## src/corr_pkg.sv

```systemverilog
package corr_pkg;

    // input format, per real or imaginary part
    localparam int din_width_c = 16;
    localparam int din_point_c = 14;

    // format of the cast products that enter the accumulators
    localparam int acc_width_c = 20;
    localparam int acc_point_c = 16;

    // running sum width, sized for the frame counts in use
    localparam int dout_width_c = 32;

    // payload of the r12 accumulators
    typedef logic signed [acc_width_c-1:0] acc_signed_t;

    // payload of the power accumulators
    typedef logic [acc_width_c-1:0] acc_unsigned_t;

endpackage

```

## src/vector_acc.sv

```systemverilog
`timescale 1ns/1ps

module vector_acc
    import corr_pkg::*;
#(
    parameter type sample_t = acc_signed_t,
    parameter int VECTOR_LEN = 64,
    parameter int DOUT_WIDTH = dout_width_c
) (
    input  logic                  clk,
    input  logic                  rst_n,
    input  sample_t               din,
    input  logic                  din_valid,
    input  logic                  new_acc,
    output logic [DOUT_WIDTH-1:0] dout,
    output logic                  dout_valid
);

    localparam int AW = (VECTOR_LEN > 1) ? $clog2(VECTOR_LEN) : 1;

    logic [DOUT_WIDTH-1:0] sum_ram [VECTOR_LEN];

    logic [AW-1:0] bin_cnt;
    // new_acc of the frame in progress, and whether it flushes a finished period
    logic          first_frame;
    logic          emit_frame;
    logic          have_data;
    logic          cur_first;
    logic          cur_emit;

    // read stage
    sample_t               din_q;
    logic [AW-1:0]         addr_q;
    logic                  valid_q;
    logic                  first_q;
    logic                  emit_q;
    logic [DOUT_WIDTH-1:0] rd_q;

    logic [DOUT_WIDTH-1:0] din_ext;
    logic [DOUT_WIDTH-1:0] new_sum;

    assign cur_first = (bin_cnt == '0) ? new_acc : first_frame;
    assign cur_emit  = (bin_cnt == '0) ? (new_acc & have_data) : emit_frame;

    // the size cast extends by the signedness of sample_t
    assign din_ext = DOUT_WIDTH'(din_q);
    assign new_sum = first_q ? din_ext : rd_q + din_ext;

    always_ff @(posedge clk) begin
        if (!rst_n) begin
            bin_cnt     <= '0;
            first_frame <= 1'b0;
            emit_frame  <= 1'b0;
            have_data   <= 1'b0;
        end else if (din_valid) begin
            first_frame <= cur_first;
            emit_frame  <= cur_emit;
            if (cur_first)
                have_data <= 1'b1;
            if (bin_cnt == AW'(VECTOR_LEN - 1))
                bin_cnt <= '0;
            else
                bin_cnt <= bin_cnt + 1'b1;
        end
    end

    always_ff @(posedge clk) begin
        if (!rst_n) begin
            valid_q    <= 1'b0;
            first_q    <= 1'b0;
            emit_q     <= 1'b0;
            dout_valid <= 1'b0;
        end else begin
            valid_q    <= din_valid;
            first_q    <= cur_first;
            emit_q     <= cur_emit;
            dout_valid <= valid_q & emit_q;
        end
    end

    always_ff @(posedge clk) begin
        din_q  <= din;
        addr_q <= bin_cnt;
        // bypass the sum that is written to the same bin in this cycle
        if (valid_q && din_valid && addr_q == bin_cnt)
            rd_q <= new_sum;
        else
            rd_q <= sum_ram[bin_cnt];
    end

    // write back, and hand out the finished sum of the old period
    always_ff @(posedge clk) begin
        if (valid_q)
            sum_ram[addr_q] <= new_sum;
        dout <= rd_q;
    end

    a_acc_on_bin0: assert property (@(posedge clk) disable iff (!rst_n)
        (din_valid && new_acc) |-> (bin_cnt == '0))
        else $error("vector_acc: new_acc away from bin 0");

endmodule

```

## config.mk

```make
export PLATFORM = sky130hd
export DESIGN_NAME = vector_acc
export DESIGN_NICKNAME = d
export VERILOG_FILES = /design/src/corr_pkg.sv /design/src/vector_acc.sv
export SDC_FILE = /design/constraint.sdc
export NUM_CORES = 2
export LEC_CHECK = 0
export BUFFER_PORTS_ARGS = -buffer_cell sky130_fd_sc_hd__clkbuf_2
export CAP_MARGIN = 40
export CORE_MARGIN = 4
export CORE_UTILIZATION = 55
export CTS_BUF_LIST = sky130_fd_sc_hd__clkbuf_16
export CTS_CLUSTER_DIAMETER = 50
export DETAILED_ROUTE_END_ITERATION = 16
export PLACE_DENSITY = 0.77
export SYNTH_ARGS = -nofsm -noshare
export SYNTH_HDL_FRONTEND = slang
export SYNTH_SLANG_ARGS = --single-unit
```

## constraint.sdc

```tcl
create_clock -name clk -period 6.68 [get_ports clk]
set_input_delay 0 -clock clk [delete_from_list [all_inputs] [get_ports clk]]
set_output_delay 0 -clock clk [all_outputs]
set_load 0.01 [all_outputs]
```

==> impl_metrics.ini <==
[clock_tree]
cts_root_buf = clkbuf_16
clock_latency_ns = 0.84
clock-sinks = 2157
cts_tree = done
cts_resized = 0
cts_setup_buffers = 0
clk_pin_slew_ns = 0.06
cts_hold_buf = 44
cts_made_buffers = 200
ctsLongestPathBuffers = 3
h-tree-depth = 4

[synth]
async_flop_share = 0
yosysWarnings = 0
syn_inst = 3551
synth_top_area_frac = 0.742
yosys_most_used_dff = edfxtp_1
synth-seq-area-share = 0.769
synthTopCellsByArea = edfxtp_1 74%, mux4_2 18%, dfxtp_1 2.6%
yosysTopAreaCell = edfxtp_1
syn-num-nets = 3609
yosysUniqueCellTypes = 61
ys_ff_latch = 2157
synth_edf_count = 2048
syn_area_mm2 = 0.0828
syn_area_per_cell_um2 = 23.3

[drt]
drc = 0
drtAntennaViolNets = 0
wl_per_cell_um = 35.9
via_count = 41000
drt-initial-drc-count = 6486
viasPerCell = 6.85
drt_pass1_iterations = 7
wl_um = 215000

[floorplan]
initial_core_util = 0.553
num_rows = 142
die_h_um = 396
die_area_mm2 = 0.157
core_mm2 = 0.150
ioPinCount = 57
die_w_um = 396

[sta]
tightest_slew_ns = 0.968
fmax_ghz = 0.241
setup-tns-final_ns = 0
fin_crit_sh = 0.622
finalSetupViolations = 0
whs_ns = 0.260
max_slew_margin = 0.355
maxSlewViolCount = 0
rsz0062_at_grt = no
final_hold_viol_count = 0
period_minus_slack_ns = 4.16
fin_worst_skew_ns = 0.0347

[global_route]
grt_start_max_net_pins = 123
grt.total_usage = 0.277
antenna_found_initial = 12
grt_pass1_wl_um = 307000
gr-total-overflow = 0
first_global_vias = 41200

[setup_path]
worstSetupStartpoint = din_q[0]
cp_max_fo = 48
reg2reg_slack_ns = 2.52
rr_startpoint = din_q[0]
crit_buf_inv = 1
slowest_stage = buf_4
cp-endpoint = sum_ram[36][22]
r2r-end = sum_ram[36][22]
cpMostUsedCell = nand2_1
cp-end-kind = flip-flop
rr_worst_depth = 11
worstPathArrival_ns = 4.71
cp_top_family = compound AO/OA/AOI/OAI gates
worst_path_largest_cell_delay_ns = 0.53
required_ns = 7.23
crit_cells = 11
critPathKind = flip-flop to flip-flop
path_cells = ha_1 -> fa_1 -> a21o_1 -> a221o_1 -> a22oi_1 -> nand4b_1 -> a21oi_1 -> xnor2_1 -> nand2_1 -> nand2_1 -> buf_4
worstSetupStartpointType = flip-flop

[layout]
fin_area_mm2 = 0.0937
nets = 3855
drive_gt1_frac = 0.316
area_growth_pct = 13.1

[power_and_ir_drop]
p_per_area_mw_per_mm2 = 335
ir_drop_mv = 0.261
leakagePower_uw = 0.0290

[hold_path]
worstHoldStart = rst_n
hp-class = input port to flip-flop

[outcome]
outcome = finished, final reports clean

[place]
place_hpwl_um = 105000
placed_area_mm2 = 0.0869
io_buffer_count = 56
gp_congestion = 0.895

[run]
cap_viol_max_count = 0
[stage by stage]
stage | power (uW) | instances | setup WS, ns | utilization
CTS | 31500 | 5979 | 2.63 | 0.626
global route | 32400 | 5981 | 2.35 | 0.626
floorplan | 19200 | 3551 | 1.03 | -
detailed placement | 20400 | 5566 | 2.68 | 0.580
global placement | 20200 | 5553 | 2.64 | 0.578
finish | 31400 | 5983 | 2.52 | 0.626
[layout by cell type (no fill, tap or decap), types with 9 or more instances in the layout]
cell           instances
a21o_1                21
a21oi_1               34
and3_1                 9
buf_12                21
buf_4                103
bufinv_16             17
clkbuf_16            207
clkbuf_2              56
clkinv_1              40
clkinv_2              40
dfxtp_1              102
dlygate4sd3_1         44
edfxtp_1            2048
ha_1                  33
inv_1                 54
mux2_2                31
mux2i_1               15
mux4_2               656
nand2_1               74
nand3_1               20
nand4_1               12
nor2_1                30
nor2_4                63
nor2b_1               16
o21ai_0               19
o21ai_4               19
xnor2_1               24
xor2_1                12
[Yosys cell counts (4+ instances only)]
| cell type | count |
|---|---|
| buf_2 | 51 |
| and2_1 | 8 |
| mux2i_1 | 15 |
| edfxtp_1 | 2048 |
| clkbuf_1 | 105 |
| a22oi_1 | 4 |
| nand2_1 | 75 |
| o21a_1 | 4 |
| buf_4 | 9 |
| o211ai_1 | 7 |
| o21ai_0 | 37 |
| nand4_1 | 12 |
| nor4_1 | 5 |
| a211oi_1 | 6 |
| a22o_1 | 5 |
| dfxtp_1 | 109 |
| o21bai_1 | 4 |
| xor2_1 | 12 |
| nand2b_1 | 7 |
| inv_1 | 6 |
| nor2b_1 | 16 |
| o31ai_1 | 6 |
| a21oi_1 | 34 |
| buf_6 | 4 |
| a221oi_1 | 4 |
| nor3_1 | 9 |
| ha_1 | 33 |
| nand3_1 | 20 |
| and3_1 | 9 |
| o21ai_1 | 8 |
| nor2_1 | 93 |
| a21o_1 | 21 |
| mux2_2 | 31 |
| buf_1 | 16 |
| mux4_2 | 656 |
| xnor2_1 | 25 |
[registers in the layout, summed over array words and instances (netlist names), named ones only]
signal       count
addr_q           6
bin_cnt          6
din_q           20
dout            32
dout_valid       1
emit_frame       1
emit_q           1
first_frame      1
first_q          1
have_data        1
rd_q            32
sum_ram       2048
valid_q          1
[logic make-up (layout without fill, tap and decap cells)]
group                      count (synthesis)  count (layout)  share of synthesized area
buffers and inverters                    192             605                     0.0102
xor gates and xnor gates                  37              37                    0.00391
muxes                                    702             702                      0.184
and+or+nand+nor                          265             265                     0.0146
other                                      0               3                          0
DFF                                     2157            2157                      0.769
adders and majority gates                 34              34                    0.00523
AOI/OAI and AO/OA                        164             164                     0.0130
[metal layers]
layer,global-route usage,part of all wire,up-vias
li1,-,-,15700
met1,0.381,0.35,21500
met2,0.442,0.49,3192
met3,0.0653,0.13,568
met4,0.101,0.040,6
met5,0,0.00018,-
[tightest hold or removal path, cell delays in order]
cell and delay, ns:
dlygate4sd3_1 0.61, clkbuf_2 0.25, nor2b_1 0.18
[report_power, final]
part           switching (uW)  internal [uW]
clock                    4940           6260
sequential                139          16600
combinational            2500           1020
total                    7580          23900
[worst min-delay path by stage]
stage	end	slack (ns)	cells after the start
floorplan	din_q[0]	0.03	0
global placement	din_q[18]	0.10	1
detailed placement	din_q[13]	0.10	1
CTS	emit_q	0.20	3
global route	emit_frame	0.26	3
finish	emit_frame	0.26	3
[area by class of cell]
class	count	area [um2]
flip-flops and latches	2157	63700
fillers	9414	56000
multi-input cells	1202	19000
clock buffers	207	5180
well taps	2016	2520
repair buffers	229	2040
clock inverters	162	1220
inverters	7	26.3
diodes	3	7.51
Power figures use the tool's default switching activity.
